`config.mk`:
```
export PLATFORM = sky130hd
export DESIGN_NAME = thread_pc_unit_flat
export DESIGN_NICKNAME = d
export VERILOG_FILES = /design/src/core_pkg.sv /design/src/core_if.sv /design/src/thread_pc_unit.sv /design/src/flat_wrapper.sv
export SDC_FILE = /design/constraint.sdc
export NUM_CORES = 1
export LEC_CHECK = 0
export ABC_AREA = 1
export BUFFER_PORTS_ARGS = -buffer_cell sky130_fd_sc_hd__buf_2
export CORE_UTILIZATION = 55
export DETAILED_ROUTE_END_ITERATION = 12
export PLACE_DENSITY = 0.78
export SLEW_MARGIN = 40
export SYNTH_ARGS = -nofsm -noshare
export SYNTH_HDL_FRONTEND = slang
export SYNTH_SLANG_ARGS = --single-unit
```
`constraint.sdc`:
```
create_clock -name clk -period 9.5 [get_ports clk]
set_input_delay 1.9 -clock clk [delete_from_list [all_inputs] [get_ports clk]]
set_output_delay 1.9 -clock clk [all_outputs]
set_load 0.05 [all_outputs]
```
`src/core_pkg.sv`:
```
package core_pkg;

   localparam int XLEN             = 32;
   localparam int NUM_THREADS      = 8;
   localparam int TID_W            = 3;
   localparam int REG_ADDR_W       = 5;
   localparam int THREAD_PC_STRIDE = 256;
   localparam int PC_STEP          = 4;

   typedef logic [XLEN-1:0]  word_t;
   typedef logic [TID_W-1:0] tid_t;

   // Major opcode, instruction bits 6:2
   typedef enum logic [4:0] {
      OP     = 5'b01100,
      OP_IMM = 5'b00100,
      LUI    = 5'b01101,
      AUIPC  = 5'b00101,
      BRANCH = 5'b11000,
      JAL    = 5'b11011,
      JALR   = 5'b11001,
      STORE  = 5'b01000
   } opcode_e;

   typedef enum logic [3:0] {
      ADD,
      SUB,
      AND,
      OR,
      XOR,
      SLT,
      SLTU,
      SLL,
      SRL,
      SRA,
      PASS_B
   } alu_op_e;

   typedef enum logic [2:0] {
      NONE,
      BEQ,
      BNE,
      BLT,
      BGE,
      BLTU,
      BGEU,
      JUMP
   } branch_e;

   // Same code as funct3 bits 1:0 of a store
   typedef enum logic [1:0] {
      BYTE = 2'b00,
      HALF = 2'b01,
      WORD = 2'b10
   } store_w_e;

endpackage

```
`src/core_if.sv`:
```


interface branch_if;
   import core_pkg::*;

   logic  retire_valid;
   logic  taken;
   tid_t  tid;
   word_t pc;
   word_t target_base;
   word_t target_offset;

   modport driver (output retire_valid, taken, tid, pc, target_base, target_offset);
   modport receiver (input retire_valid, taken, tid, pc, target_base, target_offset);
endinterface


```
`src/thread_pc_unit.sv`:
```
module thread_pc_unit (
   input  logic            clk,
   input  logic            c_sys_rst,
   branch_if.receiver      branch,
   output core_pkg::word_t pc_o,
   output core_pkg::tid_t  tid_o
);
   import core_pkg::*;

   tid_t  tid_q;
   word_t pc_tbl [NUM_THREADS];
   word_t next_pc;

   // Fixed round robin, wraps from the last thread to thread 0
   always_ff @(posedge clk or posedge c_sys_rst) begin
      if (c_sys_rst) begin
         tid_q <= '0;
      end else begin
         tid_q <= tid_q + 1'b1;
      end
   end

   always_comb begin
      if (branch.taken) begin
         next_pc = branch.target_base + branch.target_offset;
      end else begin
         next_pc = branch.pc + word_t'(PC_STEP);
      end
   end

   // Each thread starts at its own base
   always_ff @(posedge clk or posedge c_sys_rst) begin
      if (c_sys_rst) begin
         for (int t = 0; t < NUM_THREADS; t++) begin
            pc_tbl[t] <= word_t'(t * THREAD_PC_STRIDE);
         end
      end else begin
         if (branch.retire_valid) begin
            pc_tbl[branch.tid] <= next_pc;
         end
      end
   end

   // Retire lands two cycles before the same thread issues again
   assign pc_o  = pc_tbl[tid_q];
   assign tid_o = tid_q;

endmodule

```
`src/flat_wrapper.sv`:
```
// flat-port wrapper written by rule: the top's interface ports become plain ports
module thread_pc_unit_flat import core_pkg::*;
  (clk, c_sys_rst, pc_o, tid_o, branch_retire_valid, branch_taken, branch_tid, branch_pc, branch_target_base, branch_target_offset);
  branch_if branch_i ();
  input  logic clk;
  input  logic c_sys_rst;
  output core_pkg::word_t pc_o;
  output core_pkg::tid_t tid_o;
  input wire logic [$bits(branch_i.retire_valid)-1:0] branch_retire_valid;
  input wire logic [$bits(branch_i.taken)-1:0] branch_taken;
  input wire logic [$bits(branch_i.tid)-1:0] branch_tid;
  input wire logic [$bits(branch_i.pc)-1:0] branch_pc;
  input wire logic [$bits(branch_i.target_base)-1:0] branch_target_base;
  input wire logic [$bits(branch_i.target_offset)-1:0] branch_target_offset;
  assign branch_i.retire_valid = branch_retire_valid;
  assign branch_i.taken = branch_taken;
  assign branch_i.tid = branch_tid;
  assign branch_i.pc = branch_pc;
  assign branch_i.target_base = branch_target_base;
  assign branch_i.target_offset = branch_target_offset;
  thread_pc_unit u_core (.clk(clk), .c_sys_rst(c_sys_rst), .branch(branch_i), .pc_o(pc_o), .tid_o(tid_o));
endmodule
```
# Word level (Yosys, flattened, before mapping)
# Cells that the tools add are included.
[classes]
addsub = 3
order_cmp = 3
muxes = 7
bitwise_logic = 2
n_reduce_logical = 1
[op_table]
columns = ["operator", "n"]
rows = [
  ["bitwise mux 256 bit", 1],
  ["two-way mux 32 bit", 4],
  ["binary-select mux 32 bit (select 3 bit)", 1],
  ["demux 32 bit (select 3 bit)", 1],
  ["adder 32 x 3 -> 32 bit (second input constant)", 1],
  ["adder 32 bit", 1],
  [">= comparator 4 bit (second input constant)", 2],
  ["inverter 3 -> 4 bit", 2],
  ["< comparator 4 x 1 -> 1 bit (second input constant)", 1],
  ["adder 3 x 1 -> 3 bit (second input constant)", 1],
  ["logical AND 1 bit", 1],
]
[word_totals]
regBits = 259
input_bits = 103
out_inout_bits = 35
wordCells = 25

# Depth between registers and ports, before layout
[depth]
ltp_word = 6
mapped_depth = 14
depth_no_buf = 14

# Worst setup path after synthesis
# Ideal clock, no wire load.
[synth_timing]
kind = "reg2out"
start = "register u_core.tid_q[0], in the netlist u_core.tid_o[0]"
end = "output pc_o[5]"
t_arrival_ns = 2.385
required_ns = 7.600
path_slack_ns = 5.215
stages_incl_launch_ff = 7
cell_sequence = "dfrtp_1 -> clkbuf_1 -> clkbuf_1 -> nor2_1 -> nor2_1 -> o21ai_0 -> a31oi_1"
[synth_between]
elab_chain_cells = 4
[synth_rtl]
columns = ["element", "line", "text"]
rows = [
  ["start: declaration", "thread_pc_unit.sv:10", "tid_t tid_q;"],
  ["start signal: assignment", "thread_pc_unit.sv:19", "tid_q <= tid_q + 1'b1;"],
  ["inverter 3 -> 4 bit (not written as such)", "thread_pc_unit.sv:45", "assign pc_o = pc_tbl[tid_q];"],
  ["binary-select mux 32 bit (select 3 bit)", "thread_pc_unit.sv:45", ""],
  ["two-way mux 32 bit (not written as such) (2 in a row)", "thread_pc_unit.sv:45", ""],
  ["end: declaration", "flat_wrapper.sv:7", "output core_pkg::word_t pc_o;"],
]
# No other way between the ends. The select of a mux whose other input is x is not followed.

# Final worst setup path
[layout_timing]
start = "register u_core.tid_q[0], in the netlist u_core.tid_o[0]"
end = "output pc_o[1]"
# Same word-level chain as after synthesis.

==> results.cfg <==
[synthesis]
synth.distinct_cells = 40
async_flop_share_pct = 100
synthTopCellsByArea = dfrtp_1 41%, nand2_1 20%, o21ai_0 7.7%, nor2_1 6.7%, inv_1 4.3%
syn_area_sq_mm = 0.0152
ys_warn_count = 0
synth_edf_count = 0
postSynthAreaPerCell_sq_um = 6.91
yosys.area.top_type = dfrtp_1
syn-num-nets = 2332
synth_common_cells = 808 x nand2_1, 272 x nor2_1, 247 x dfrtp_1, 234 x o21ai_0, 175 x inv_1
synthCells = 2195
synth_top_area_share_pct = 40.8
yosysMostFrequentCell = nand2_1
ys_seq_elements = 259
ys.flop_type = dfrtp_1
yosysSeqAreaShare_pct = 42.9

[timing]
max_slew_margin_pct = 44.0
timing.final.crit_share_pct = 58.4
clock-skew-final_ns = 0.00758
hold_viol = 0
setup_ws_ns = 3.95
final-setup-viol-count = 0
tightest_slew_ns = 0.840
period_minus_slack_ns = 5.55
rsz0062_at_grt = false
slew_viol_final = 0
setup-tns-final_ns = 0
max_freq_ghz = 0.180

[cts]
cts_max_level = 1
ctsLongestPathBuffers = 3
ctsRootBufferMaster = clkbuf_16
cts.sinks = 259
cts_buffers = 26
clkLatencyLatePin_ns = 0.53
cts_setup_buffers = 0
cts.repair.resized = 0
cts_hold_buf = 0
cts_tree = yes
clk_pin_slew_ns = 0.06

[placed_design]
pre_cts_ws_ns = 4.56
dpl.hpwl_mm = 30.3
port_buffers = 137
gp_congestion = 1.01
dp_cells = 2591

[routing]
dr.pass1.iters = 8
wl_per_cell_um = 17.4
ant_nets = 0
remaining_drc_errors = 0
viasPerCell = 5.71
routed_wl_mm = 46.0
dr.first_iter.drc_count = 1487
num_vias = 15100

[power_and_ir_drop]
p_int_uw = 2250
clkPwrFrac_pct = 32.1
switching_share_pct = 32.8
p_comb_share_pct = 23.4
p_per_area_mw_per_mm2 = 197
p_leak_uw = 0.00894
finalPower_uw = 3340
worst_ir_drop_vdd_mv = 0.124
p_sw_uw = 1100
p_seq_share_pct = 44.4

[setup_path]
cpPeakStageDelay_ns = 0.89
worst-path-buf-inv = 3
path_class = register to primary output
critPathLaunchType = register
path_cells = clkinv_2 -> buf_4 -> o21ai_0 -> a21oi_1 -> a31oi_1 -> buf_2
cp-end-kind = primary output
critPathTopFamily = buffers and inverters
critPathSlowestCell = dfrtp_4
rrSetupSlack_ns = 7.35
critPathRequiredTime_ns = 7.60
crit_arrival_ns = 3.65
worstPathMaxFanout = 84

[global_route]
grt_pass1_wl_mm = 74.3
grt_pass1_vias = 14500
grt_usage_pct = 33.1
antenna_found_initial = 0
grt_max_degree = 127
grt.overflow.total = 0

[die]
fp-row-count = 60
core_sq_mm = 0.0270
die_area_sq_mm = 0.0282
ios = 138
initial_core_util_pct = 56.1
die_h_um = 168
die_width_um = 168

[finish]
fill_cells = 2421
antenna_cells = 0
final_nets = 2416
drive_gt1_share_pct = 11.8
final-seq-area_sq_mm = 0.00650
area_growth_pct = 11.7
instances_no_fill = 2640
multi_input_area_sq_mm = 0.00756

[hold_path]
hold_class = register to register

[job]
cap_violations = 0

[outcome]
status = complete, no violations
==> routing by layer <==
| layer | part of all wire [%] | up-vias | track usage, % |
|---|---|---|---|
| met3 | 9.1 | 136 | 5.17 |
| met5 | 0 | - | 0 |
| met2 | 46 | 755 | 54.1 |
| met1 | 41 | 7016 | 43.7 |
| li1 | - | 7159 | - |
| met4 | 4.3 | 0 | 14.9 |
==> worst reg2reg max path, cell delays in order, from the launching register on <==
cell,delay (ns)
dfrtp_4,0.89
buf_4,0.72
ha_1,0.31
xor2_1,0.07
==> state kept, by name, summed over array words and instances, names as in the netlist <==
signal / flops
u_core.tid_o: 3
u_core.pc_tbl: 256
==> final cells by class <==
class / count / share of cell area (%)
Multi-Input combinational cell: 1651 / 44.6
Sequential cell: 259 / 38.4
Timing Repair Buffer: 158 / 5.02
Clock buffer: 39 / 4.55
Inverter: 183 / 4.17
Tap cell: 341 / 2.52
Clock inverter: 9 / 0.746
==> kinds of logic (layout without fill, tap and decap cells) <==
group,Yosys count,in the layout,share of synthesized area (%)
xor gates and xnor gates,20,20,1.16
buffers and inverters,285,389,7.45
adders and majority gates,34,34,2.86
AOI/OAI and AO/OA,390,390,13.9
muxes,1,1,0.0660
DFF,259,259,42.9
and+or+nand+nor,1206,1206,31.7
==> cell usage in the layout, fill, tap and decap left out, drive strengths merged <==
cell type and count:
a21o 1, a31oi 49, clkbuf 40, nand4 8
nand3b 4, xor2 11, nand3 69, nor2 281
nand2 828, o21ai 252, a21oi 49, inv 179
o21bai 5, clkinvlp 1, bufinv 3, a22oi 2
dfrtp 247, clkinv 9, or2 1, ha 33
fa 1, nor3 15, mux2i 1, o22ai 26
dfstp 12, xnor2 9, o211ai 6, buf 157
==> through the flow <==
stage	util [%]	cell area (sq um)	hold WS, ns
6_report	62.7	16900	0.474
5_1_grt	62.7	16900	0.478
4_1_cts	62.6	16900	0.469
3_5_place_dp	59.3	16000	0.458
3_3_place_gp	59.2	16000	0.456
2_1_floorplan	-	15200	0.444
==> power by group through the flow <==
| stage | Sequential [uW] | Combinational, uW | Clock (uW) |
|---|---|---|---|
| finish | 1490 | 784 | 1070 |
| global route | 1510 | 877 | 1120 |
| CTS | 1480 | 779 | 1080 |
| detailed placement | 1490 | 775 | 0 |
| global placement | 1490 | 747 | 0 |
| floorplan | 1460 | 574 | 0 |
==> final timing paths <==
kind                               startpoint  depth (start not counted)                  to
max                           u_core.tid_o[0]                          6             pc_o[1]
min                        u_core.pc_tbl[169]                          2  u_core.pc_tbl[169]
max reg2reg                   u_core.tid_o[0]                          3     u_core.tid_o[2]
min reg2reg                u_core.pc_tbl[169]                          2  u_core.pc_tbl[169]
max in group asynchronous           c_sys_rst                          3  u_core.pc_tbl[122]
min in group asynchronous           c_sys_rst                          2  u_core.pc_tbl[189]
No activity file was read; power rests on OpenSTA's default activity.
