### src/core_pkg.sv
package core_pkg;

   localparam int XLEN             = 32;
   localparam int NUM_THREADS      = 8;
   localparam int TID_W            = 3;
   localparam int REG_ADDR_W       = 5;
   localparam int THREAD_PC_STRIDE = 256;
   localparam int PC_STEP          = 4;

   typedef logic [XLEN-1:0]  word_t;
   typedef logic [TID_W-1:0] tid_t;

   // Major opcode, instruction bits 6:2
   typedef enum logic [4:0] {
      OP     = 5'b01100,
      OP_IMM = 5'b00100,
      LUI    = 5'b01101,
      AUIPC  = 5'b00101,
      BRANCH = 5'b11000,
      JAL    = 5'b11011,
      JALR   = 5'b11001,
      STORE  = 5'b01000
   } opcode_e;

   typedef enum logic [3:0] {
      ADD,
      SUB,
      AND,
      OR,
      XOR,
      SLT,
      SLTU,
      SLL,
      SRL,
      SRA,
      PASS_B
   } alu_op_e;

   typedef enum logic [2:0] {
      NONE,
      BEQ,
      BNE,
      BLT,
      BGE,
      BLTU,
      BGEU,
      JUMP
   } branch_e;

   // Same code as funct3 bits 1:0 of a store
   typedef enum logic [1:0] {
      BYTE = 2'b00,
      HALF = 2'b01,
      WORD = 2'b10
   } store_w_e;

endpackage

### src/core_if.sv
interface exec_if (input logic c_sys_rst);
   import core_pkg::*;

   alu_op_e               alu_op;
   branch_e               branch_kind;
   store_w_e              store_width;
   logic                  is_store;
   logic                  rf_wr_en;
   word_t                 operand_a;
   word_t                 operand_b;
   logic [4:0]            shamt;
   tid_t                  tid;
   logic [REG_ADDR_W-1:0] rd_addr;
   word_t                 target_base;
   word_t                 target_offset;
   word_t                 pc;

   modport driver (output alu_op, branch_kind, store_width, is_store, rf_wr_en,
                   operand_a, operand_b, shamt, tid, rd_addr,
                   target_base, target_offset, pc);
   modport receiver (input c_sys_rst, alu_op, branch_kind, store_width, is_store,
                     rf_wr_en, operand_a, operand_b, shamt, tid, rd_addr,
                     target_base, target_offset, pc);
endinterface

interface branch_if;
   import core_pkg::*;

   logic  retire_valid;
   logic  taken;
   tid_t  tid;
   word_t pc;
   word_t target_base;
   word_t target_offset;

   modport driver (output retire_valid, taken, tid, pc, target_base, target_offset);
   modport receiver (input retire_valid, taken, tid, pc, target_base, target_offset);
endinterface

interface rf_write_if;
   import core_pkg::*;

   logic                  wr_en;
   tid_t                  tid;
   logic [REG_ADDR_W-1:0] rd_addr;
   word_t                 wr_data;

   modport driver (output wr_en, tid, rd_addr, wr_data);
   modport receiver (input wr_en, tid, rd_addr, wr_data);
endinterface

### src/alu_pipe.sv
module alu_pipe (
   input  logic            clk,
   exec_if.receiver        ex,
   branch_if.driver        br,
   rf_write_if.driver      rf,
   output logic            st_valid_o,
   output core_pkg::word_t st_addr_o,
   output core_pkg::word_t st_data_o,
   output logic [3:0]      st_strobe_o
);
   import core_pkg::*;

   typedef struct packed {
      alu_op_e               op;
      branch_e               kind;
      logic                  wr_en;
      tid_t                  tid;
      logic [REG_ADDR_W-1:0] rd_addr;
      word_t                 pc;
      word_t                 base;
      word_t                 offset;
   } ctl_t;

   ctl_t        ctl_c3;
   ctl_t        ctl_c4;
   ctl_t        ctl_c5;
   ctl_t        ctl_c6;
   logic [5:0]  vld_q;
   logic        sub_op;
   word_t       b_add;
   logic [16:0] sum_lo_c4;
   logic [15:0] a_hi_c4;
   logic [15:0] b_hi_c4;
   logic [15:0] sum_hi;
   word_t       logic_c4;
   logic        sh_fill;
   logic [XLEN:0] sh_ext;
   word_t       sh1;
   word_t       sh_c4;
   logic        sh_fill_c4;
   logic [1:0]  sh_byte_c4;
   logic [XLEN:0] sh_ext2;
   word_t       sh2;
   logic        cmp_signed;
   logic        signed_c4;
   logic        a_msb_c4;
   logic        b_msb_c4;
   logic [3:0]  eq_c4;
   logic [3:0]  lt_c4;
   logic        ult_c4;
   logic        less_c4;
   logic        equal_c5;
   logic        less_c5;
   word_t       res_c5;
   logic        taken_c5;
   logic        taken_c6;
   word_t       res_c6;

   assign ctl_c3 = '{op: ex.alu_op, kind: ex.branch_kind, wr_en: ex.rf_wr_en, tid: ex.tid,
                     rd_addr: ex.rd_addr, pc: ex.pc, base: ex.target_base,
                     offset: ex.target_offset};

   assign sub_op     = (ex.alu_op == SUB);
   assign b_add      = sub_op ? ~ex.operand_b : ex.operand_b;
   assign sh_fill    = (ex.alu_op == SRA) & ex.operand_a[XLEN-1];
   assign sh_ext     = $signed({sh_fill, ex.operand_a}) >>> ex.shamt[2:0];
   assign sh1        = (ex.alu_op == SLL) ? (ex.operand_a << ex.shamt[2:0]) : sh_ext[XLEN-1:0];
   assign cmp_signed = (ex.alu_op == SLT) || (ex.branch_kind inside {BLT, BGE});

   // Fills after the first instruction out of reset reaches each stage
   always_ff @(posedge clk or posedge ex.c_sys_rst) begin
      if (ex.c_sys_rst) begin
         vld_q      <= '0;
         st_valid_o <= 1'b0;
      end else begin
         vld_q      <= {vld_q[4:0], 1'b1};
         st_valid_o <= ex.is_store & vld_q[2];
      end
   end

   // Stage c3 to c4: low adder half, logic, bit shift, byte compares, store
   always_ff @(posedge clk) begin
      sum_lo_c4  <= {1'b0, ex.operand_a[15:0]} + {1'b0, b_add[15:0]} + {16'b0, sub_op};
      a_hi_c4    <= ex.operand_a[31:16];
      b_hi_c4    <= b_add[31:16];
      case (ex.alu_op)
         AND:     logic_c4 <= ex.operand_a & ex.operand_b;
         OR:      logic_c4 <= ex.operand_a | ex.operand_b;
         XOR:     logic_c4 <= ex.operand_a ^ ex.operand_b;
         default: logic_c4 <= ex.operand_b;
      endcase
      sh_c4      <= sh1;
      sh_fill_c4 <= sh_fill;
      sh_byte_c4 <= ex.shamt[4:3];
      for (int i = 0; i < 4; i++) begin
         eq_c4[i] <= ex.operand_a[8*i +: 8] == ex.operand_b[8*i +: 8];
         lt_c4[i] <= ex.operand_a[8*i +: 8] < ex.operand_b[8*i +: 8];
      end
      signed_c4  <= cmp_signed;
      a_msb_c4   <= ex.operand_a[XLEN-1];
      b_msb_c4   <= ex.operand_b[XLEN-1];
      st_addr_o  <= ex.operand_a + ex.target_offset;
      st_data_o  <= ex.operand_b;
      case (ex.store_width)
         BYTE:    st_strobe_o <= 4'b0001;
         HALF:    st_strobe_o <= 4'b0011;
         WORD:    st_strobe_o <= 4'b1111;
         default: st_strobe_o <= 4'b0000;
      endcase
      ctl_c4     <= ctl_c3;
   end

   assign sum_hi  = a_hi_c4 + b_hi_c4 + {15'b0, sum_lo_c4[16]};
   assign sh_ext2 = $signed({sh_fill_c4, sh_c4}) >>> {sh_byte_c4, 3'b000};
   assign sh2     = (ctl_c4.op == SLL) ? (sh_c4 << {sh_byte_c4, 3'b000}) : sh_ext2[XLEN-1:0];
   assign ult_c4  = lt_c4[3] | (eq_c4[3] & lt_c4[2]) | (eq_c4[3] & eq_c4[2] & lt_c4[1]) |
                    (eq_c4[3] & eq_c4[2] & eq_c4[1] & lt_c4[0]);
   // Differing sign bits decide a signed compare on their own
   assign less_c4 = (signed_c4 && a_msb_c4 != b_msb_c4) ? a_msb_c4 : ult_c4;

   always_ff @(posedge clk) begin
      case (ctl_c4.op)
         ADD, SUB:      res_c5 <= {sum_hi, sum_lo_c4[15:0]};
         SLT, SLTU:     res_c5 <= word_t'(less_c4);
         SLL, SRL, SRA: res_c5 <= sh2;
         default:       res_c5 <= logic_c4;
      endcase
      equal_c5 <= &eq_c4;
      less_c5  <= less_c4;
      ctl_c5   <= ctl_c4;
   end

   always_comb begin
      case (ctl_c5.kind)
         BEQ:       taken_c5 = equal_c5;
         BNE:       taken_c5 = !equal_c5;
         BLT, BLTU: taken_c5 = less_c5;
         BGE, BGEU: taken_c5 = !less_c5;
         JUMP:      taken_c5 = 1'b1;
         default:   taken_c5 = 1'b0;
      endcase
   end

   always_ff @(posedge clk) begin
      taken_c6 <= taken_c5;
      res_c6   <= res_c5;
      ctl_c6   <= ctl_c5;
   end

   assign rf.wr_en   = ctl_c6.wr_en & vld_q[5];
   assign rf.tid     = ctl_c6.tid;
   assign rf.rd_addr = ctl_c6.rd_addr;
   assign rf.wr_data = res_c6;

   assign br.retire_valid  = vld_q[5];
   assign br.taken         = taken_c6;
   assign br.tid           = ctl_c6.tid;
   assign br.pc            = ctl_c6.pc;
   assign br.target_base   = ctl_c6.base;
   assign br.target_offset = ctl_c6.offset;

endmodule

### src/flat_wrapper.sv
// flat-port wrapper written by rule: the top's interface ports become plain ports
module alu_pipe_flat import core_pkg::*;
  (clk, st_valid_o, st_addr_o, st_data_o, st_strobe_o, c_sys_rst, ex_alu_op, ex_branch_kind, ex_store_width, ex_is_store, ex_rf_wr_en, ex_operand_a, ex_operand_b, ex_shamt, ex_tid, ex_rd_addr, ex_target_base, ex_target_offset, ex_pc, br_retire_valid, br_taken, br_tid, br_pc, br_target_base, br_target_offset, rf_wr_en, rf_tid, rf_rd_addr, rf_wr_data);
  exec_if ex_i (.c_sys_rst(c_sys_rst));
  branch_if br_i ();
  rf_write_if rf_i ();
  input  logic clk;
  output logic st_valid_o;
  output core_pkg::word_t st_addr_o;
  output core_pkg::word_t st_data_o;
  output logic [3:0] st_strobe_o;
  input wire logic c_sys_rst;
  input wire logic [$bits(ex_i.alu_op)-1:0] ex_alu_op;
  input wire logic [$bits(ex_i.branch_kind)-1:0] ex_branch_kind;
  input wire logic [$bits(ex_i.store_width)-1:0] ex_store_width;
  input wire logic [$bits(ex_i.is_store)-1:0] ex_is_store;
  input wire logic [$bits(ex_i.rf_wr_en)-1:0] ex_rf_wr_en;
  input wire logic [$bits(ex_i.operand_a)-1:0] ex_operand_a;
  input wire logic [$bits(ex_i.operand_b)-1:0] ex_operand_b;
  input wire logic [$bits(ex_i.shamt)-1:0] ex_shamt;
  input wire logic [$bits(ex_i.tid)-1:0] ex_tid;
  input wire logic [$bits(ex_i.rd_addr)-1:0] ex_rd_addr;
  input wire logic [$bits(ex_i.target_base)-1:0] ex_target_base;
  input wire logic [$bits(ex_i.target_offset)-1:0] ex_target_offset;
  input wire logic [$bits(ex_i.pc)-1:0] ex_pc;
  output wire logic [$bits(br_i.retire_valid)-1:0] br_retire_valid;
  output wire logic [$bits(br_i.taken)-1:0] br_taken;
  output wire logic [$bits(br_i.tid)-1:0] br_tid;
  output wire logic [$bits(br_i.pc)-1:0] br_pc;
  output wire logic [$bits(br_i.target_base)-1:0] br_target_base;
  output wire logic [$bits(br_i.target_offset)-1:0] br_target_offset;
  output wire logic [$bits(rf_i.wr_en)-1:0] rf_wr_en;
  output wire logic [$bits(rf_i.tid)-1:0] rf_tid;
  output wire logic [$bits(rf_i.rd_addr)-1:0] rf_rd_addr;
  output wire logic [$bits(rf_i.wr_data)-1:0] rf_wr_data;
  assign ex_i.alu_op = ex_alu_op;
  assign ex_i.branch_kind = ex_branch_kind;
  assign ex_i.store_width = ex_store_width;
  assign ex_i.is_store = ex_is_store;
  assign ex_i.rf_wr_en = ex_rf_wr_en;
  assign ex_i.operand_a = ex_operand_a;
  assign ex_i.operand_b = ex_operand_b;
  assign ex_i.shamt = ex_shamt;
  assign ex_i.tid = ex_tid;
  assign ex_i.rd_addr = ex_rd_addr;
  assign ex_i.target_base = ex_target_base;
  assign ex_i.target_offset = ex_target_offset;
  assign ex_i.pc = ex_pc;
  assign br_retire_valid = br_i.retire_valid;
  assign br_taken = br_i.taken;
  assign br_tid = br_i.tid;
  assign br_pc = br_i.pc;
  assign br_target_base = br_i.target_base;
  assign br_target_offset = br_i.target_offset;
  assign rf_wr_en = rf_i.wr_en;
  assign rf_tid = rf_i.tid;
  assign rf_rd_addr = rf_i.rd_addr;
  assign rf_wr_data = rf_i.wr_data;
  alu_pipe u_core (.clk(clk), .ex(ex_i), .br(br_i), .rf(rf_i), .st_valid_o(st_valid_o), .st_addr_o(st_addr_o), .st_data_o(st_data_o), .st_strobe_o(st_strobe_o));
endmodule
### config.mk
export PLATFORM = sky130hd
export DESIGN_NAME = alu_pipe_flat
export DESIGN_NICKNAME = d
export VERILOG_FILES = /design/src/core_pkg.sv /design/src/core_if.sv /design/src/alu_pipe.sv /design/src/flat_wrapper.sv
export SDC_FILE = /design/constraint.sdc
export NUM_CORES = 1
export LEC_CHECK = 0
export BUFFER_PORTS_ARGS = -buffer_cell sky130_fd_sc_hd__buf_4
export CORE_ASPECT_RATIO = 1.1
export CORE_UTILIZATION = 56
export DETAILED_ROUTE_END_ITERATION = 10
export PLACE_DENSITY = 0.8
export SLEW_MARGIN = 20
export SYNTH_ARGS = -nofsm -noshare
export SYNTH_HDL_FRONTEND = slang
export SYNTH_SLANG_ARGS = --single-unit
### constraint.sdc
create_clock -name clk -period 3 [get_ports clk]
set_input_delay 0.45 -clock clk [delete_from_list [all_inputs] [get_ports clk]]
set_output_delay 0.45 -clock clk [all_outputs]
set_load 0.1 [all_outputs]
* Word-level counts from Yosys, hierarchy flattened *
Cells that the tools add are included.

cells by class
  add/subtract/negate cells = 5
  order comparisons = 4
  eq/ne operators = 29
  shifts and indexed selects = 4
  multiplexer cells = 8
  bitwise gates (word level) = 15
  reduce and logical (&&, ||, !) cells = 13

operators by type and width
  cell                                                  count
  case mux 32 bit (3 select lines)                      2
  2-to-1 mux 32 bit                                     3
  >>> shifter 33 x 3 -> 32 bit                          1
  >>> shifter 33 x 5 -> 32 bit                          1
  adder 32 bit                                          1
  bitwise AND 32 bit                                    1
  equality test 8 bit                                   4
  < comparator 8 bit                                    4
  inverter 32 bit                                       1
  bitwise OR 32 bit                                     1
  << shifter 32 x 3 -> 32 bit                           1
  << shifter 32 x 5 -> 32 bit                           1
  bitwise XOR 32 bit                                    1
  equality test 4 x 3 -> 1 bit (second input constant)  6
  adder 16 x 16 -> 17 bit                               1
  adder 17 x 1 -> 17 bit                                1
  adder 16 x 1 -> 16 bit                                1
  adder 16 bit                                          1
  equality test 3 bit (second input constant)           5
  equality test 4 bit (second input constant)           3
  case mux 4 bit (3 select lines)                       1
  equality test 3 x 2 -> 1 bit (second input constant)  3
  bitwise AND 1 bit                                     8
  equality test 4 x 1 -> 1 bit (second input constant)  2
  17 further kinds                                      24

storage, ports and cells
  register bits after elaboration = 594
  output and inout port bits = 211

* Longest topological paths before layout *
  word-level depth = 6
  depth in mapped cells = 12
  depth with buffers taken out = 10

* Least setup slack after synthesis *
OpenSTA, ideal clock, no wires.

  kind = input-to-reg
  from = input port ex_alu_op[1]
  to = register u_core.sum_lo_c4[14]
  setup time = 115 ps
  data arrival time = 3,112 ps
  required time = 2,885 ps
  path slack = -227 ps
  stages on the path = 12
  path through = buf_2 nor4b_2 buf_2 buf_2 xnor2_1 ha_1 nor2b_1 o21a_1 o21a_1 o31a_1 or4_1 and3_1

on the way
  longest elaborated chain between the ends = 4

RTL lines
  what                              RTL line            RTL
  from (decl)                       flat_wrapper.sv:13  input wire logic [$bits(ex_i.alu_op)-1:0] ex_alu_op;
  equality test 4 x 1 -> 1 bit (*)  alu_pipe.sv:63      assign sub_op = (ex.alu_op == SUB);
  2-to-1 mux 32 bit                 alu_pipe.sv:64      assign b_add = sub_op ? ~ex.operand_b : ex.operand_b;
  adder 16 x 16 -> 17 bit           alu_pipe.sv:83      sum_lo_c4 <= {1'b0, ex.operand_a[15:0]} + {1'b0, b_add[15:0]} + {16'b0, sub_op};
  adder 17 x 1 -> 17 bit (*)        alu_pipe.sv:83
  to (signal assigned)              alu_pipe.sv:83
  to (decl)                         alu_pipe.sv:31      logic [16:0] sum_lo_c4;

Mark *: on every way between the ends. The rest lies on a longest branch, timed or not.

* Final worst setup path *
  from = input port ex_target_offset[0]
  to = register u_core.st_addr_o[26]

on the way
  longest elaborated chain between the ends = 1

RTL lines
  what                  RTL line            RTL
  from (decl)           flat_wrapper.sv:24  input wire logic [$bits(ex_i.target_offset)-1:0] ex_target_offset;
  adder 32 bit          alu_pipe.sv:102     st_addr_o <= ex.operand_a + ex.target_offset;
  to (signal assigned)  alu_pipe.sv:102
  to (decl)             alu_pipe.sv:7       output core_pkg::word_t st_addr_o,

Every way passes these cells.

==> impl_results.md <==
- Synth Warn #: 0
- Initial core utilization: 0.569
- Total GRT Usage: 0.324
- Core area: 0.0402 mm2
- Setup bufs post-CTS: 0
- Status: completed
- Sw Ratio: 0.322
- Htree depth: 2
- Cell leakage power: 13.4 nW
- Vias/cell: 5.62
- Fin. Hold Viols: 0
- Final Slew Violations: 0
- Worst EP required: 3510 ps
- Fmax: 345 MHz
- Setup violators final: 0
- Worst r2r path cells: 11
- Row cnt: 77
- Worst Clk Skew: 15.5 ps
- Antenna diodes: 0
- Fin crit period: 2900 ps
- Vias in the first global route: 18100
- Max-Cap Viols: 0
- Num ports: 397
- Post-synthesis sequential area ratio: 0.519
- Routed Antenna Nets: 0
- Worst-path fanout max: 6
- Post-synth EDFFs: 0
- Storage cell area: 0.0119 mm2
- DP HPWL: 47.2 mm
- Reg2reg start: u_core.sum_lo_c4[16]$_DFF_P_
- DR pass1 iterations: 5
- Worst R2R End: u_core.res_c5[28]$_DFF_P_
- CTS Buffer Depth: 3
- Layout cells sized above 1: 0.220
- Worst Max-Slew Pin Slew: 827 ps
- Number of CTS-inserted buffers: 55
- Leading register cell type out of synthesis: dfxtp_1
- Floorplan die height: 214 um
- Root Buffer Master: clkbuf_16
- Largest net degree at the start of global routing: 77
- Library cells used by synthesis: 75
- Fin nets: 3031
- Clock power frac: 0.364
- Worst vdd ir: 0.000685 V
- Mapped Avg Cell Area: 10.3 um2
- Post-Syn Nets: 2571
- Dpl cells: 2995
- Finished Layout Cells: 3239
- GP Congestion: 0.943
- Syn Std Cell Area: 0.0229 mm2
- Clock sinks: 591
- Flops & latches, synth: 591
- DIE AREA: 0.0416 mm2
- DR vias: 18200
- R2R Setup Slk: 140 ps
- Int Power: 14.7 mW
- Switching power: 6.97 mW
- Hold Path Depth: 1
- Post-synthesis cell count: 2223
- PD cells: 736 mW/mm2
- Die width: 195 um
- WL final: 69.3 mm
- Setup CP Type: input pin to register
- WP data arrival: 3410 ps
- CP Launch Type: input pin
- Syn-to-layout area delta: 28.6%
- Hold Crit Class: input pin to register
- GR Overflow Total: 0
- Drt first-iter violations: 1298
- Residual DRC count: 0
- Reg power frac: 0.410
- Headroom to the max-slew limit: 0.449
- Worst hold endpoint: u_core.a_hi_c4[8]$_DFF_P_
- Initial antenna violation count: 2
- Drt wl/cell: 21.4 um
- CTS tree: done
- Setup TNS: 0 ps
- RSZ-0062 raised after global routing: false
- Worst-Skew Late Latency: 620 ps
- Tot Pwr: 21.6 mW
- PortBufs: 396
- First-pass GRT wire length: 104 mm
- Final Util: 0.732
- Crit end category: register
- Area occupied by multi-input gates: 0.00938 mm2
- Tcrit/Tclk final: 0.967
- Ys async rst share: 0.0118
- FILL cells: 2670
- Comb pwr share: 0.226
- Clk slew on worst S/H paths: 60 ps
- HP Start: ex_operand_a[24]
-- kinds of logic (layout without fill, tap and decap cells) --
kind of cell,after synthesis,after routing,synth area share
flip-flops,591,591,0.519
AO/OA/AOI/OAI,514,514,0.157
AND/OR/NAND/NOR,480,480,0.0982
buffers and inverters,326,829,0.0726
adder cells (fa/ha/maj),162,162,0.0900
XOR/XNOR,78,78,0.0299
multiplexers,71,71,0.0328
other,1,1,0.000164
-- state kept, by name, summed over array words and instances (netlist names), 17 cells and up --
| register | flops |
|---|---|
| u_core.br.pc | 32 |
| u_core.rf.wr_data | 32 |
| u_core.sum_lo_c4 | 17 |
| u_core.ctl_c5 | 108 |
| u_core.st_data_o | 31 |
| u_core.res_c5 | 32 |
| u_core.br.target_base | 32 |
| u_core.ctl_c4 | 112 |
| u_core.br.target_offset | 32 |
| u_core.st_addr_o | 32 |
| u_core.sh_c4 | 32 |
| u_core.logic_c4 | 32 |
-- metrics by stage --
stage          setup slack, ps  hold WS [ps]  area [um2]
2_1_floorplan            -94.2           253       22900
3_3_place_gp              -102           310       25900
3_5_place_dp              -147           312       25900
4_1_cts                    160          7.03       29400
5_1_grt                   12.5          8.20       29400
6_report                  97.6          37.1       29400
-- cells in the final DEF, fill, tap and decap left out, types with 10 or more instances in the layout --
master           n
a211oi_1        59
a21o_1          35
a21oi_1        107
a221o_1         40
a221oi_1        11
a222oi_1        11
and2_1          11
buf_4          464
bufinv_16       11
clkbuf_16       57
dfxtp_1        582
dlygate4sd3_1  144
ha_1           158
inv_1          118
mux2_2          11
mux2i_1         58
nand2_1         94
nand2b_1        21
nand3_1         22
nor2_1         205
nor2b_1         24
nor3_1          35
nor4_1          10
o211ai_1        34
o21a_1          14
o21ai_0         92
o31ai_1         20
or3_1           16
xnor2_1         59
xor2_1          18
-- worst max-delay path, cell delays in order --
cell	delay, ps
dlygate4sd3_1	540
buf_4	140
ha_1	230
fa_1	430
a211oi_1	220
o21ai_1	150
o21ai_1	360
a21oi_1	310
o211a_1	300
a2111oi_2	270
-- what timing repair did --
action / 4_1_cts / 5_1_grt
hold endpoints to repair: 150 / 0
hold buffers: 144 / 0
endpoints found under the setup margin: 0 / 1
resized for setup: 0 / 1
-- cells in the mapped netlist (10+ instances only) --
cell type	n	area, um2
ha_1	158	1980
o21ai_0	92	460
buf_4	109	818
a21o_1	35	263
o211ai_1	34	255
mux2_2	11	124
or3_1	16	100
o21a_1	14	105
a221o_1	40	400
inv_1	118	443
a222oi_1	11	110
nor2b_1	24	150
nand2_1	94	353
a221oi_1	11	96.3
mux2i_1	58	581
nand2b_1	21	131
o31ai_1	20	150
a211oi_1	59	443
a21oi_1	108	541
nand3_1	22	110
nor2_1	205	769
nor4_1	10	62.6
nor3_1	36	180
clkbuf_1	65	244
buf_1	12	45.0
xor2_1	18	158
and2_1	11	68.8
buf_2	21	105
dfxtp_1	584	11700
xnor2_1	60	526
-- cell type report --
class,instances,area share
flip-flops and latches,591,0.404
clock inverters,30,0.0174
repair buffers,611,0.170
well taps,513,0.0218
inverters,118,0.0151
clock buffers,70,0.0533
multi-input cells,1306,0.319
-- worst max-delay path by stage --
| stage | start | to | slack, ps | cells after the start |
|---|---|---|---|---|
| finish | ex_target_offset[0] | u_core.st_addr_o[26]$_DFF_P_ | 100 | 10 |
| global route | u_core.sum_lo_c4[16]$_DFF_P_ | u_core.res_c5[28]$_DFF_P_ | 10 | 11 |
| CTS | u_core.sum_lo_c4[16]$_DFF_P_ | u_core.res_c5[28]$_DFF_P_ | 160 | 11 |
| detailed placement | ex_alu_op[2] | u_core.sum_lo_c4[14]$_DFF_P_ | -150 | 11 |
| global placement | ex_alu_op[2] | u_core.sum_lo_c4[14]$_DFF_P_ | -100 | 11 |
| floorplan | ex_alu_op[1] | u_core.sum_lo_c4[14]$_DFF_P_ | -90 | 12 |
-- layer usage --
metal / share of wire / global-route usage
met1: 0.40 / 0.388
met2: 0.48 / 0.560
met3: 0.076 / 0.0700
met4: 0.042 / 0.148
met5: 0.00019 / 0
-- power groups by stage --
stage	logic [mW]	registers (mW)	clock network (mW)
6_report	4.89	8.88	7.87
3_3_place_gp	4.60	8.99	0
5_1_grt	5.12	8.92	8.28
3_5_place_dp	4.65	9.00	0
4_1_cts	4.83	8.85	7.92
2_1_floorplan	2.13	10.2	0
No activity file was read; power rests on OpenSTA's default activity.
