--- src/core_pkg.sv ---
package core_pkg;

   localparam int XLEN             = 32;
   localparam int NUM_THREADS      = 8;
   localparam int TID_W            = 3;
   localparam int REG_ADDR_W       = 5;
   localparam int THREAD_PC_STRIDE = 256;
   localparam int PC_STEP          = 4;

   typedef logic [XLEN-1:0]  word_t;
   typedef logic [TID_W-1:0] tid_t;

   // Major opcode, instruction bits 6:2
   typedef enum logic [4:0] {
      OP     = 5'b01100,
      OP_IMM = 5'b00100,
      LUI    = 5'b01101,
      AUIPC  = 5'b00101,
      BRANCH = 5'b11000,
      JAL    = 5'b11011,
      JALR   = 5'b11001,
      STORE  = 5'b01000
   } opcode_e;

   typedef enum logic [3:0] {
      ADD,
      SUB,
      AND,
      OR,
      XOR,
      SLT,
      SLTU,
      SLL,
      SRL,
      SRA,
      PASS_B
   } alu_op_e;

   typedef enum logic [2:0] {
      NONE,
      BEQ,
      BNE,
      BLT,
      BGE,
      BLTU,
      BGEU,
      JUMP
   } branch_e;

   // Same code as funct3 bits 1:0 of a store
   typedef enum logic [1:0] {
      BYTE = 2'b00,
      HALF = 2'b01,
      WORD = 2'b10
   } store_w_e;

endpackage

--- src/core_if.sv ---
interface exec_if (input logic c_sys_rst);
   import core_pkg::*;

   alu_op_e               alu_op;
   branch_e               branch_kind;
   store_w_e              store_width;
   logic                  is_store;
   logic                  rf_wr_en;
   word_t                 operand_a;
   word_t                 operand_b;
   logic [4:0]            shamt;
   tid_t                  tid;
   logic [REG_ADDR_W-1:0] rd_addr;
   word_t                 target_base;
   word_t                 target_offset;
   word_t                 pc;

   modport driver (output alu_op, branch_kind, store_width, is_store, rf_wr_en,
                   operand_a, operand_b, shamt, tid, rd_addr,
                   target_base, target_offset, pc);
   modport receiver (input c_sys_rst, alu_op, branch_kind, store_width, is_store,
                     rf_wr_en, operand_a, operand_b, shamt, tid, rd_addr,
                     target_base, target_offset, pc);
endinterface


--- src/instr_decoder.sv ---
module instr_decoder (
   input  logic                             clk,
   input  core_pkg::word_t                  instr_i,
   input  core_pkg::word_t                  pc_i,
   input  core_pkg::tid_t                   tid_i,
   input  core_pkg::word_t                  rs1_data_i,
   input  core_pkg::word_t                  rs2_data_i,
   output logic [core_pkg::REG_ADDR_W-1:0]  rs1_addr_o,
   output logic [core_pkg::REG_ADDR_W-1:0]  rs2_addr_o,
   exec_if.driver                           ex
);
   import core_pkg::*;

   word_t      pc_c1;
   word_t      pc_c2;
   tid_t       tid_c1;
   tid_t       tid_c2;
   word_t      instr_c2;
   opcode_e    opc;
   logic [2:0] funct3;
   logic       funct7_alt;
   logic       funct7_ok;
   logic       op_legal;
   logic       imm_legal;
   word_t      i_imm;
   word_t      s_imm;
   word_t      b_imm;
   word_t      u_imm;
   word_t      j_imm;
   alu_op_e    f3_op;
   alu_op_e    d_op;
   branch_e    d_br;
   logic       d_store;
   logic       d_wr;
   word_t      d_a;
   word_t      d_b;
   word_t      d_base;
   word_t      d_off;
   logic [4:0] d_shamt;

   assign rs1_addr_o = instr_i[19:15];
   assign rs2_addr_o = instr_i[24:20];

   always_ff @(posedge clk) begin
      pc_c1    <= pc_i;
      tid_c1   <= tid_i;
      pc_c2    <= pc_c1;
      tid_c2   <= tid_c1;
      instr_c2 <= instr_i;
   end

   assign opc        = opcode_e'(instr_c2[6:2]);
   assign funct3     = instr_c2[14:12];
   assign funct7_alt = instr_c2[30];
   assign funct7_ok  = (instr_c2[31:25] & 7'b1011111) == 7'b0;
   // Alternate funct7 only for sub and sra, or srai on the immediate side
   assign op_legal   = funct7_ok && (!funct7_alt || funct3 == 3'b000 || funct3 == 3'b101);
   assign imm_legal  = funct3[1:0] != 2'b01 || (funct7_ok && (!funct7_alt || funct3[2]));

   assign i_imm = {{20{instr_c2[31]}}, instr_c2[31:20]};
   assign s_imm = {{20{instr_c2[31]}}, instr_c2[31:25], instr_c2[11:7]};
   assign b_imm = {{19{instr_c2[31]}}, instr_c2[31], instr_c2[7], instr_c2[30:25],
                   instr_c2[11:8], 1'b0};
   assign u_imm = {instr_c2[31:12], 12'b0};
   assign j_imm = {{11{instr_c2[31]}}, instr_c2[31], instr_c2[19:12], instr_c2[20],
                   instr_c2[30:21], 1'b0};

   always_comb begin
      case (funct3)
         3'b000:  f3_op = (opc == OP && funct7_alt) ? SUB : ADD;
         3'b001:  f3_op = SLL;
         3'b010:  f3_op = SLT;
         3'b011:  f3_op = SLTU;
         3'b100:  f3_op = XOR;
         3'b101:  f3_op = funct7_alt ? SRA : SRL;
         3'b110:  f3_op = OR;
         default: f3_op = AND;
      endcase
   end

   // Defaults leave a no-op
   always_comb begin
      d_op    = f3_op;
      d_br    = NONE;
      d_store = 1'b0;
      d_wr    = 1'b0;
      d_a     = rs1_data_i;
      d_b     = rs2_data_i;
      d_base  = pc_c2;
      d_off   = b_imm;
      d_shamt = rs2_data_i[4:0];
      if (instr_c2[1:0] == 2'b11) begin
         case (opc)
            OP: begin
               d_wr = op_legal;
            end
            OP_IMM: begin
               d_wr    = imm_legal;
               d_b     = i_imm;
               d_shamt = instr_c2[24:20];
            end
            LUI: begin
               d_op = PASS_B;
               d_b  = u_imm;
               d_wr = 1'b1;
            end
            AUIPC: begin
               d_op = ADD;
               d_a  = pc_c2;
               d_b  = u_imm;
               d_wr = 1'b1;
            end
            JAL: begin
               d_op  = ADD;
               d_a   = pc_c2;
               d_b   = word_t'(PC_STEP);
               d_wr  = 1'b1;
               d_br  = JUMP;
               d_off = j_imm;
            end
            JALR: begin
               if (funct3 == 3'b000) begin
                  d_op   = ADD;
                  d_a    = pc_c2;
                  d_b    = word_t'(PC_STEP);
                  d_wr   = 1'b1;
                  d_br   = JUMP;
                  d_base = rs1_data_i;
                  d_off  = i_imm;
               end
            end
            BRANCH: begin
               case (funct3)
                  3'b000:  d_br = BEQ;
                  3'b001:  d_br = BNE;
                  3'b100:  d_br = BLT;
                  3'b101:  d_br = BGE;
                  3'b110:  d_br = BLTU;
                  3'b111:  d_br = BGEU;
                  default: d_br = NONE;
               endcase
            end
            STORE: begin
               // Offset rides in the target offset, b keeps rs2 as store data
               d_store = !funct3[2] && funct3[1:0] != 2'b11;
               d_off   = s_imm;
            end
            default: begin
            end
         endcase
      end
   end

   always_ff @(posedge clk) begin
      ex.alu_op        <= d_op;
      ex.branch_kind   <= d_br;
      ex.store_width   <= store_w_e'(funct3[1:0]);
      ex.is_store      <= d_store;
      ex.rf_wr_en      <= d_wr;
      ex.operand_a     <= d_a;
      ex.operand_b     <= d_b;
      ex.shamt         <= d_shamt;
      ex.tid           <= tid_c2;
      ex.rd_addr       <= instr_c2[11:7];
      ex.target_base   <= d_base;
      ex.target_offset <= d_off;
      ex.pc            <= pc_c2;
   end

endmodule

--- src/flat_wrapper.sv ---
// flat-port wrapper written by rule: the top's interface ports become plain ports
module instr_decoder_flat import core_pkg::*;
  (clk, instr_i, pc_i, tid_i, rs1_data_i, rs2_data_i, rs1_addr_o, rs2_addr_o, c_sys_rst, ex_alu_op, ex_branch_kind, ex_store_width, ex_is_store, ex_rf_wr_en, ex_operand_a, ex_operand_b, ex_shamt, ex_tid, ex_rd_addr, ex_target_base, ex_target_offset, ex_pc);
  exec_if ex_i (.c_sys_rst(c_sys_rst));
  input  logic clk;
  input  core_pkg::word_t instr_i;
  input  core_pkg::word_t pc_i;
  input  core_pkg::tid_t tid_i;
  input  core_pkg::word_t rs1_data_i;
  input  core_pkg::word_t rs2_data_i;
  output logic [core_pkg::REG_ADDR_W-1:0] rs1_addr_o;
  output logic [core_pkg::REG_ADDR_W-1:0] rs2_addr_o;
  input wire logic c_sys_rst;
  output wire logic [$bits(ex_i.alu_op)-1:0] ex_alu_op;
  output wire logic [$bits(ex_i.branch_kind)-1:0] ex_branch_kind;
  output wire logic [$bits(ex_i.store_width)-1:0] ex_store_width;
  output wire logic [$bits(ex_i.is_store)-1:0] ex_is_store;
  output wire logic [$bits(ex_i.rf_wr_en)-1:0] ex_rf_wr_en;
  output wire logic [$bits(ex_i.operand_a)-1:0] ex_operand_a;
  output wire logic [$bits(ex_i.operand_b)-1:0] ex_operand_b;
  output wire logic [$bits(ex_i.shamt)-1:0] ex_shamt;
  output wire logic [$bits(ex_i.tid)-1:0] ex_tid;
  output wire logic [$bits(ex_i.rd_addr)-1:0] ex_rd_addr;
  output wire logic [$bits(ex_i.target_base)-1:0] ex_target_base;
  output wire logic [$bits(ex_i.target_offset)-1:0] ex_target_offset;
  output wire logic [$bits(ex_i.pc)-1:0] ex_pc;
  assign ex_alu_op = ex_i.alu_op;
  assign ex_branch_kind = ex_i.branch_kind;
  assign ex_store_width = ex_i.store_width;
  assign ex_is_store = ex_i.is_store;
  assign ex_rf_wr_en = ex_i.rf_wr_en;
  assign ex_operand_a = ex_i.operand_a;
  assign ex_operand_b = ex_i.operand_b;
  assign ex_shamt = ex_i.shamt;
  assign ex_tid = ex_i.tid;
  assign ex_rd_addr = ex_i.rd_addr;
  assign ex_target_base = ex_i.target_base;
  assign ex_target_offset = ex_i.target_offset;
  assign ex_pc = ex_i.pc;
  instr_decoder u_core (.clk(clk), .instr_i(instr_i), .pc_i(pc_i), .tid_i(tid_i), .rs1_data_i(rs1_data_i), .rs2_data_i(rs2_data_i), .rs1_addr_o(rs1_addr_o), .rs2_addr_o(rs2_addr_o), .ex(ex_i));
endmodule
--- config.mk ---
export PLATFORM = sky130hd
export DESIGN_NAME = instr_decoder_flat
export DESIGN_NICKNAME = d
export VERILOG_FILES = /design/src/core_pkg.sv /design/src/core_if.sv /design/src/instr_decoder.sv /design/src/flat_wrapper.sv
export SDC_FILE = /design/constraint.sdc
export NUM_CORES = 1
export LEC_CHECK = 0
export BUFFER_PORTS_ARGS = -buffer_cell sky130_fd_sc_hd__buf_2
export CORE_ASPECT_RATIO = 1.1
export CORE_MARGIN = 4
export CORE_UTILIZATION = 40
export CTS_CLUSTER_DIAMETER = 120
export DETAILED_ROUTE_END_ITERATION = 8
export GPL_TIMING_DRIVEN = 0
export PLACE_DENSITY = 0.7
export SLEW_MARGIN = 20
export SYNTH_ARGS = -nofsm -noshare
export SYNTH_HDL_FRONTEND = slang
export SYNTH_SLANG_ARGS = --single-unit
--- constraint.sdc ---
create_clock -name clk -period 2.12 [get_ports clk]
set_input_delay 0.212 -clock clk [delete_from_list [all_inputs] [get_ports clk]]
set_output_delay 0.212 -clock clk [all_outputs]
set_load 0.05 [all_outputs]
## After elaboration in Yosys (flattened, before gate mapping)

Cells that the tools add are included.

| word-level totals | value |
|---|---|
| latch bits | 0 |
| register bits | 275 |
| memories | 0 |
| ROM bits | 0 |
| bits in writable memories | 0 |

| operators by class | value |
|---|---|
| $add $sub $neg | 0 |
| divide/modulo/power cells | 0 |
| multiplexer cells | 25 |
| multiply operators | 0 |
| reduce and logical (&&, ||, !) cells | 16 |
| bitwise logic cells | 0 |
| equal/unequal tests | 18 |
| shift operators | 0 |
| order comparisons | 0 |

Operators by type and width:

| kind | number |
|---|---|
| two-way mux 32 bit | 7 |
| one-hot mux 32 bit (4 select lines) | 1 |
| one-hot mux 32 bit (2 select lines) | 1 |
| one-hot mux 20 bit (3 select lines) | 1 |
| one-hot mux 4 bit (7 select lines) | 1 |
| two-way mux 20 bit | 1 |
| one-hot mux 3 bit (6 select lines) | 1 |
| equality test 5 x 4 -> 1 bit, second input constant | 3 |
| equality test 5 bit, second input constant | 3 |
| equality test 3 bit, second input constant | 4 |
| two-way mux 12 bit | 1 |
| one-hot mux 4 bit (3 select lines) | 1 |
| equality test 5 x 3 -> 1 bit, second input constant | 2 |
| two-way mux 5 bit | 2 |
| one-hot mux 3 bit (3 select lines) | 1 |
| two-way mux 4 bit | 2 |
| logical NOT 7 bit | 1 |
| equality test 3 x 2 -> 1 bit, second input constant | 2 |
| logical AND 1 bit | 4 |
| logical OR 1 bit | 4 |
| one-hot mux 1 bit (4 select lines) | 1 |
| OR reduction 2 bit | 2 |
| equality test 3 x 1 -> 1 bit, second input constant | 1 |
| logical NOT 3 bit | 1 |
| 8 further kinds | 11 |

## Logic depth before layout (Yosys ltp)

Gate-level depths: netlist (run 1).

| logic depth | value |
|---|---|
| depth after elaboration | 7 |
| depth in mapped cells | 6 |
| mapped depth without buffers | 4 |

## Worst setup path after synthesis (run 1)

No wires, ideal clock.

| timing | value |
|---|---|
| path type | register to register |
| start | reg u_core.instr_c2[4] |
| end | reg u_core.ex.target_base[22] in the netlist's numbering |
| slack | 0.186 ns |
| cell stages (with the launch flop) | 7 |
| clock period less this slack | 1.934 ns |
| data required time | 1.999 ns |
| library setup time | 0.121 ns |
| arrival time | 1.812 ns |
| cells stage by stage | dfxtp_1 nand2b_1 or3_4 or4_4 buf_6 buf_8 mux2_4 |

| between the ends | value |
|---|---|
| longest elaborated chain between the ends | 3 |

RTL lines:

| element | RTL line | source |
|---|---|---|
| from (decl) | instr_decoder.sv:18 | `word_t instr_c2;` |
| from (signal assigned) | instr_decoder.sv:49 | `instr_c2 <= instr_i;` |
| equality test 5 bit | instr_decoder.sv:93 | `case (opc)` |
| two-way mux 32 bit | instr_decoder.sv:93 |  |
| two-way mux 32 bit | instr_decoder.sv:92 | `if (instr_c2[1:0] == 2'b11) begin` |
| net u_core.d_base[22] | instr_decoder.sv:37 | `word_t d_base;` |
| to (signal assigned) | instr_decoder.sv:165 | `ex.target_base <= d_base;` |
| to (decl) | core_if.sv:20 | `target_base, target_offset, pc);` |

The timed path passes the listed nets, and every way through them passes these cells.
A chain may end at the register's enable or synchronous reset.

## Final worst setup path (run 1)

| timing | value |
|---|---|
| start | reg u_core.instr_c2[4] |
| end | reg u_core.ex.target_base[12] in the netlist's numbering |

The elaborated chain is that of the path after synthesis.

==> results of run 1 <==
## power by group
| part | switching, W | internal [W] |
|---|---|---|
| clock | 0.00192 | 0.00311 |
| combinational | 0.00102 | 0.000541 |
| sequential | 0.000121 | 0.00546 |
| total | 0.00306 | 0.00911 |
## synth_stat cells (3+ instances only)
cell	n
mux2_4	29
mux2_2	45
nor3_1	4
o21ai_0	9
a22o_1	11
buf_4	21
a31o_2	8
dfxtp_1	275
o211ai_1	3
o2bb2ai_1	20
a21oi_1	24
clkbuf_1	16
buf_2	7
nand3_1	5
and3_1	3
nand2_1	6
nor2_1	7
## registers in the layout, indices dropped and copies added (netlist names), 21 cells and up
name / flops
u_core.ex.operand_a: 32
u_core.ex.operand_b: 32
u_core.ex.pc: 32
u_core.ex.target_base: 32
u_core.instr_c2: 32
u_core.pc_c1: 32
u_core.pc_c2: 32
u_core.ex.target_offset: 21
## kinds of logic (layout without fill, tap and decap cells)
kind of cell / Yosys count / count (layout)
DFF: 275 / 275
AOI/OAI and AO/OA: 90 / 90
muxes: 75 / 75
buffers and inverters: 51 / 559
and+or+nand+nor: 40 / 40
xor gates and xnor gates: 2 / 2
## worst min path at each step
stage / start / to / slack [ps]
after global placement: u_core.pc_c1[18] / u_core.pc_c2[18] / 310
after global routing: instr_i[2] / u_core.instr_c2[2] / 320
after CTS: pc_i[3] / u_core.pc_c1[3] / 300
final: u_core.pc_c1[31] / u_core.pc_c2[31] / 310
after detailed placement: u_core.pc_c1[14] / u_core.pc_c2[14] / 310
after floorplan: instr_i[0] / u_core.instr_c2[0] / 240
## through the flow
| stage | total power [W] | util, % | setup WS (ps) | instance area, µm² |
|---|---|---|---|---|
| 3_3_place_gp | 0.007013 | 51.65 | -413.6 | 9612 |
| 6_report | 0.01217 | 64.39 | 55.17 | 11980 |
| 4_1_cts | 0.01227 | 64.13 | 6.488 | 11930 |
| 5_1_grt | 0.01258 | 64.39 | -14.74 | 11980 |
| 2_1_floorplan | 0.006612 | - | 186.3 | 7681 |
| 3_5_place_dp | 0.007031 | 51.65 | -392.7 | 9612 |
## repair_timing
item                                    in CTS  in global routing
endpoints found under the setup margin      61                 90
gates resized for setup                     13                 16
setup buffers                                2                  3
hold endpoints to repair                   168                  0
hold buffers                               131                  0
pin swaps                                    1                  2
## metal layers
metal / part of all wire [%] / track usage [%] / up-vias / wire (µm)
met5: 0 / 0 / - / 0
met3: 9.9 / 7.031 / 53 / 2263
met2: 50 / 37.45 / 326 / 11480
li1: - / - / 2816 / -
met1: 36 / 21.66 / 2745 / 8307
met4: 3.2 / 7.707 / 0 / 736
## critical path: cells and delay by family, from the launching register on
family	cells	cell delay, ps
buffers and inverters	2	330
DFF	1	320
muxes	1	300
and+or+nand+nor	3	990
## area by class of cell
cell class	instances	area (µm²)	area share [%]
buffer	46	345.3	2.882
clock buffer	40	804.5	6.715
clock inverter	9	153.9	1.284
inverter	3	11.26	0.09398
multi-input combinational	207	1881	15.70
sequential	275	5507	45.96
tap	243	304.0	2.538
timing repair buffer	461	2975	24.83
==> flow_summary.ini, run 1 <==
[layout]
drive_gt1_share_pct = 48.61
finalNonFillerCells = 1284
layout_commonest_cell = buf_2
antenna_cells = 0
final_nets = 1154
layout_common_cells = 328 x buf_2, 274 x dfxtp_1, 131 x dlygate4sd3_1
area_growth_pct = 55.99
fillCellCount = 1384

[detailed_routing]
drtIter0Drc = 188
ant_nets = 0
drt-total-wl_mm = 22.79
firstDrtPassIters = 4
detail_route.wl_per_cell_um = 17.75
via_count = 5940
drc = 0
vias_per_cell = 4.626

[yosys]
synth.area.mux_share_pct = 12.40
syn_nets = 666
synth_edf_count = 0
synth.area.top_cells = dfxtp_1 72%, mux2_2 6.6%, mux2_4 5.7%, o2bb2ai_1 2.3%, buf_4 2.1%
synth_xor_area_share_pct = 0.2281
synth_simple_gate_area_share_pct = 3.062
synth-adder-area-share_pct = 0
yosysSeqAreaShare_pct = 71.67
ys_async_sr_fraction_pct = 0
yosysTopAreaCell = dfxtp_1
synth_top_area_share_pct = 71.67
synth_cell_types = 52
synth_top_flop_cell = dfxtp_1
synth_top_family_by_area = multiplexers
syn_avg_cell_area_um2 = 14.41
netlist_area_um2 = 7681
synth_compound_area_share_pct = 8.340
synth-seq-cells = 275
yosysWarnings = 0
syn_inst = 533

[clock_tree]
clkLatencyLatePin_ps = 520
numCtsBuffers = 27
cts.sinks = 275
cts.htree.levels = 1
ctsRootBufferMaster = clkbuf_16
cts_tree = built
clock_path_buffers = 3
path_clk_slew_ps = 60

[sta]
worst_slew_pin_slew_ps = 850.8
skew_ps = 20.04
min_period_over_period_pct = 97.40
period_minus_slack_ps = 2065
setup_viol = 0
max_slew_margin_pct = 43.03
rsz0062_at_grt = yes
max_freq_ghz = 0.4843
whs_ps = 311.7
drv_slew = 0
hold_viol_final = 0
tns_ps = 0

[place]
dp.cells = 1101
place.gp.congestion = 0.7940
portBuffers = 325
hpwl_mm = 14.68

[setup_path]
arrival_ps = 2460
endpoint_kind = flop
critPathSlowestCell = or4_4
crit_fanout = 10
crit_type = flop to flop
rr_worst_depth = 6
startpoint = u_core.instr_c2[4]
rrSetupSlack_ps = 60
reg2reg_from = u_core.instr_c2[4]
start_kind = flop
endpoint = u_core.ex.target_base[12]
path_cells = nand2b_2, or3_4, or4_4, buf_6, buf_12, mux2_4
regToRegEndpoint = u_core.ex.target_base[12]
cpPeakStageDelay_ps = 420
worstPathRequired_ps = 2510

[die]
ios = 327
die-height_um = 153.3
num_rows = 52
start_util_pct = 41.28
die_area_um2 = 21490
die_w_um = 140.1
coreArea_um2 = 18610

[global_routing]
grt_start_max_net_pins = 15
grt_pass1_vias = 6484
grt_pass1_wl_mm = 35.33
grt_antenna_before_repair = 0
grt_use_total_pct = 20.50
grt.overflow.total = 0

[power]
vdd_drop_max_v = 0.0007857
p_leak_nw = 5.628
powerDensity_nw_per_um2 = 1016

[flow_run]
max_cap_viol_count = 0

[hold_path]
min_path_cells = 0
min-delay-path-class = flop to flop

[outcome]
status = finished clean
No activity file was read; power rests on OpenSTA's default activity.
==> run 2: changes to the inputs <==
--- a/config.mk
+++ b/config.mk
@@ -5,6 +5,7 @@
 export SDC_FILE = /design/constraint.sdc
 export NUM_CORES = 1
 export LEC_CHECK = 0
+export ABC_AREA = 1
 export BUFFER_PORTS_ARGS = -buffer_cell sky130_fd_sc_hd__buf_2
 export CORE_ASPECT_RATIO = 1.1
 export CORE_MARGIN = 4
==> run 2 against run 1 <==
Effect of this change:
- critical endpoint is now u_core.ex.target_base[9]
- maximum frequency up 9.4%
- total power down 2.0%
- clock power down 4.8%
- clock skew down 12 ps
- highest routed layer unchanged
- die area up 1.2%
- sequential share of layout area up 0.14 points
- non-clock buffer count down 2
- sequential power about the same
- setup slack better by 180 ps
- hold slack better by 9.6 ps
- first-iteration DRC count up 79%
- wire length up 4.0%
==> flow_summary.ini, run 2 <==
[setup_path]
regToRegEndpoint = u_core.ex.target_base[9]
start_kind = flop
endpoint_kind = flop
rrSetupSlack_ps = 230
arrival_ps = 2350
crit_fanout = 10
reg2reg_from = u_core.instr_c2[0]
worstPathRequired_ps = 2580
crit_type = flop to flop
rr_worst_depth = 6

[layout]
antenna_cells = 0
layout_common_cells = 343 x buf_2, 285 x nand2_1, 275 x dfxtp_1
final_util_pct = 62.53
drive_gt1_share_pct = 33.13
layout_commonest_cell = buf_2
final_nets = 1412
area_growth_pct = 53.44

[yosys]
synth.area.top_cells = dfxtp_1 71%, nand2_1 14%, nand3_1 5.3%, buf_4 2.0%, o21ai_0 1.6%
synth-seq-cells = 275
netlist_top_cells_count = 285 x nand2_1, 275 x dfxtp_1, 82 x nand3_1, 27 x inv_1, 25 x o21ai_0
ys_async_sr_fraction_pct = 0
yosysSeqAreaShare_pct = 70.74
yosysWarnings = 0
synth_top_flop_cell = dfxtp_1
netlist_area_um2 = 7782
synth_top_area_share_pct = 70.74
synth_cell_types = 23
syn_inst = 794
syn_avg_cell_area_um2 = 9.802
syn_nets = 927
synth_edf_count = 0
synth.most_common_cell = nand2_1
yosysTopAreaCell = dfxtp_1

[sta]
layout_setup_ws_ps = 231.9
skew_ps = 7.575
hold_viol_final = 0
max_freq_ghz = 0.5296
tns_ps = 0
worst_slew_pin_slew_ps = 547.7
setup_viol = 0
max_slew_margin_pct = 63.49
drv_slew = 0
rsz0062_at_grt = no
period_minus_slack_ps = 1888
min_period_over_period_pct = 89.06

[die]
start_util_pct = 40.75
coreArea_um2 = 19100
die_area_um2 = 21750
num_rows = 53
die-height_um = 154.3
ios = 327
die_w_um = 141.0

[global_routing]
grt_start_max_net_pins = 15
grt_pass1_vias = 7057
grt_antenna_before_repair = 0
grt_pass1_wl_mm = 36.67
grt_use_total_pct = 20.85
grt.overflow.total = 0

[flow_run]
max_cap_viol_count = 0

[clock_tree]
numCtsBuffers = 27
cts.htree.levels = 1
cts_setup_buffers = 0
clkLatencyLatePin_ps = 520
cts_tree = built
ctsRootBufferMaster = clkbuf_16
clock_path_buffers = 3
path_clk_slew_ps = 60
cts.sinks = 275

[hold_path]
min_to = u_core.pc_c2[28]
hp-start = u_core.pc_c1[28]
min-delay-path-class = flop to flop
min_path_cells = 0

[detailed_routing]
via_count = 7023
ant_nets = 0
drtIter0Drc = 337
vias_per_cell = 4.546
firstDrtPassIters = 4
drc = 0
drt-total-wl_mm = 23.70
detail_route.wl_per_cell_um = 15.34

[outcome]
status = finished clean

[power]
vdd_drop_max_v = 0.0007046
p_leak_nw = 6.121
powerDensity_nw_per_um2 = 998.7

[place]
portBuffers = 325
hpwl_mm = 16.05
place.gp.congestion = 0.8477
pre_cts_ws_ps = 209.6
==> run 2: cell count changes after synthesis, moves of 11 or more <==
cell       before  now
nand2_1         6  285
nand3_1         5   82
mux2_2         45    0
mux2_4         29    0
inv_1           2   27
a21oi_1        24    3
o2bb2ai_1      20    0
o21ai_0         9   25
a22o_1         11    0
buf_2           7   18
==> run 2: layout make-up <==
type	instances	area (µm²)
Buffer	49	307.8
Clock buffer	36	759.5
Clock inverter	12	152.6
Fill cell	1513	7157
Inverter	38	142.6
Multi-Input combinational cell	432	1827
Sequential cell	275	5505
Tap cell	247	309.0
Timing Repair Buffer	456	2938
==> run 2: worst max path at each step <==
stage,startpoint,end,depth (start not counted)
2_1_floorplan,u_core.instr_c2[6],u_core.ex.operand_b[1],11
3_5_place_dp,u_core.instr_c2[0],u_core.ex.target_base[21],6
4_1_cts,u_core.instr_c2[0],u_core.ex.target_base[21],6
6_report,u_core.instr_c2[0],u_core.ex.target_base[9],6
5_1_grt,u_core.instr_c2[0],u_core.ex.target_base[9],6
3_3_place_gp,u_core.instr_c2[2],u_core.ex.operand_a[10],8
==> run 2: per-layer routing <==
layer	vias up	track usage, %	part of all wire, %
met5	-	0	0
met4	0	8.906	4.3
met3	71	4.607	7.2
met2	300	37.00	50
met1	3197	24.15	38
li1	3455	-	-
==> run 2: through the flow <==
| stage | instance area, µm² | hold WS (ps) | cells | power [W] |
|---|---|---|---|---|
| finish | 11940 | 321.4 | 1545 | 0.01193 |
| global route | 11940 | 312.1 | 1545 | 0.01238 |
| CTS | 11940 | 298.5 | 1545 | 0.01201 |
| detailed placement | 9718 | 312.1 | 1366 | 0.007036 |
| global placement | 9718 | 309.6 | 1366 | 0.007018 |
| floorplan | 7782 | 239.7 | 794 | 0.006607 |
==> run 2: kinds of logic (layout without fill, tap and decap cells) <==
| family | count (synthesis) | after routing | synth area share [%] |
|---|---|---|---|
| and+or+nand+nor | 392 | 392 | 20.74 |
| buffers and inverters | 87 | 591 | 5.788 |
| DFF | 275 | 275 | 70.74 |
| AOI/OAI and AO/OA | 40 | 40 | 2.733 |
==> run 2: worst max-delay path, cell delays in order, from the launching register on <==
cell	delay (ps)
dfxtp_1	300
nand2_1	300
inv_2	200
buf_2	290
buf_1	470
nand3_1	140
nand2_1	110
==> run 2: power by group <==
group / internal, W / switching, W / leakage, nW
sequential: 0.00546 / 0.000111 / 2.32
combinational: 0.000477 / 0.00108 / 3.37
clock: 0.00288 / 0.00191 / 0.437
total: 0.00882 / 0.00311 / 6.12
==> run 2: timing repair <==
action                     in CTS  in global routing
resized for setup               0                  1
hold buffers                  131                  0
hold endpoints to repair      168                  0
setup endpoints to repair       0                  1
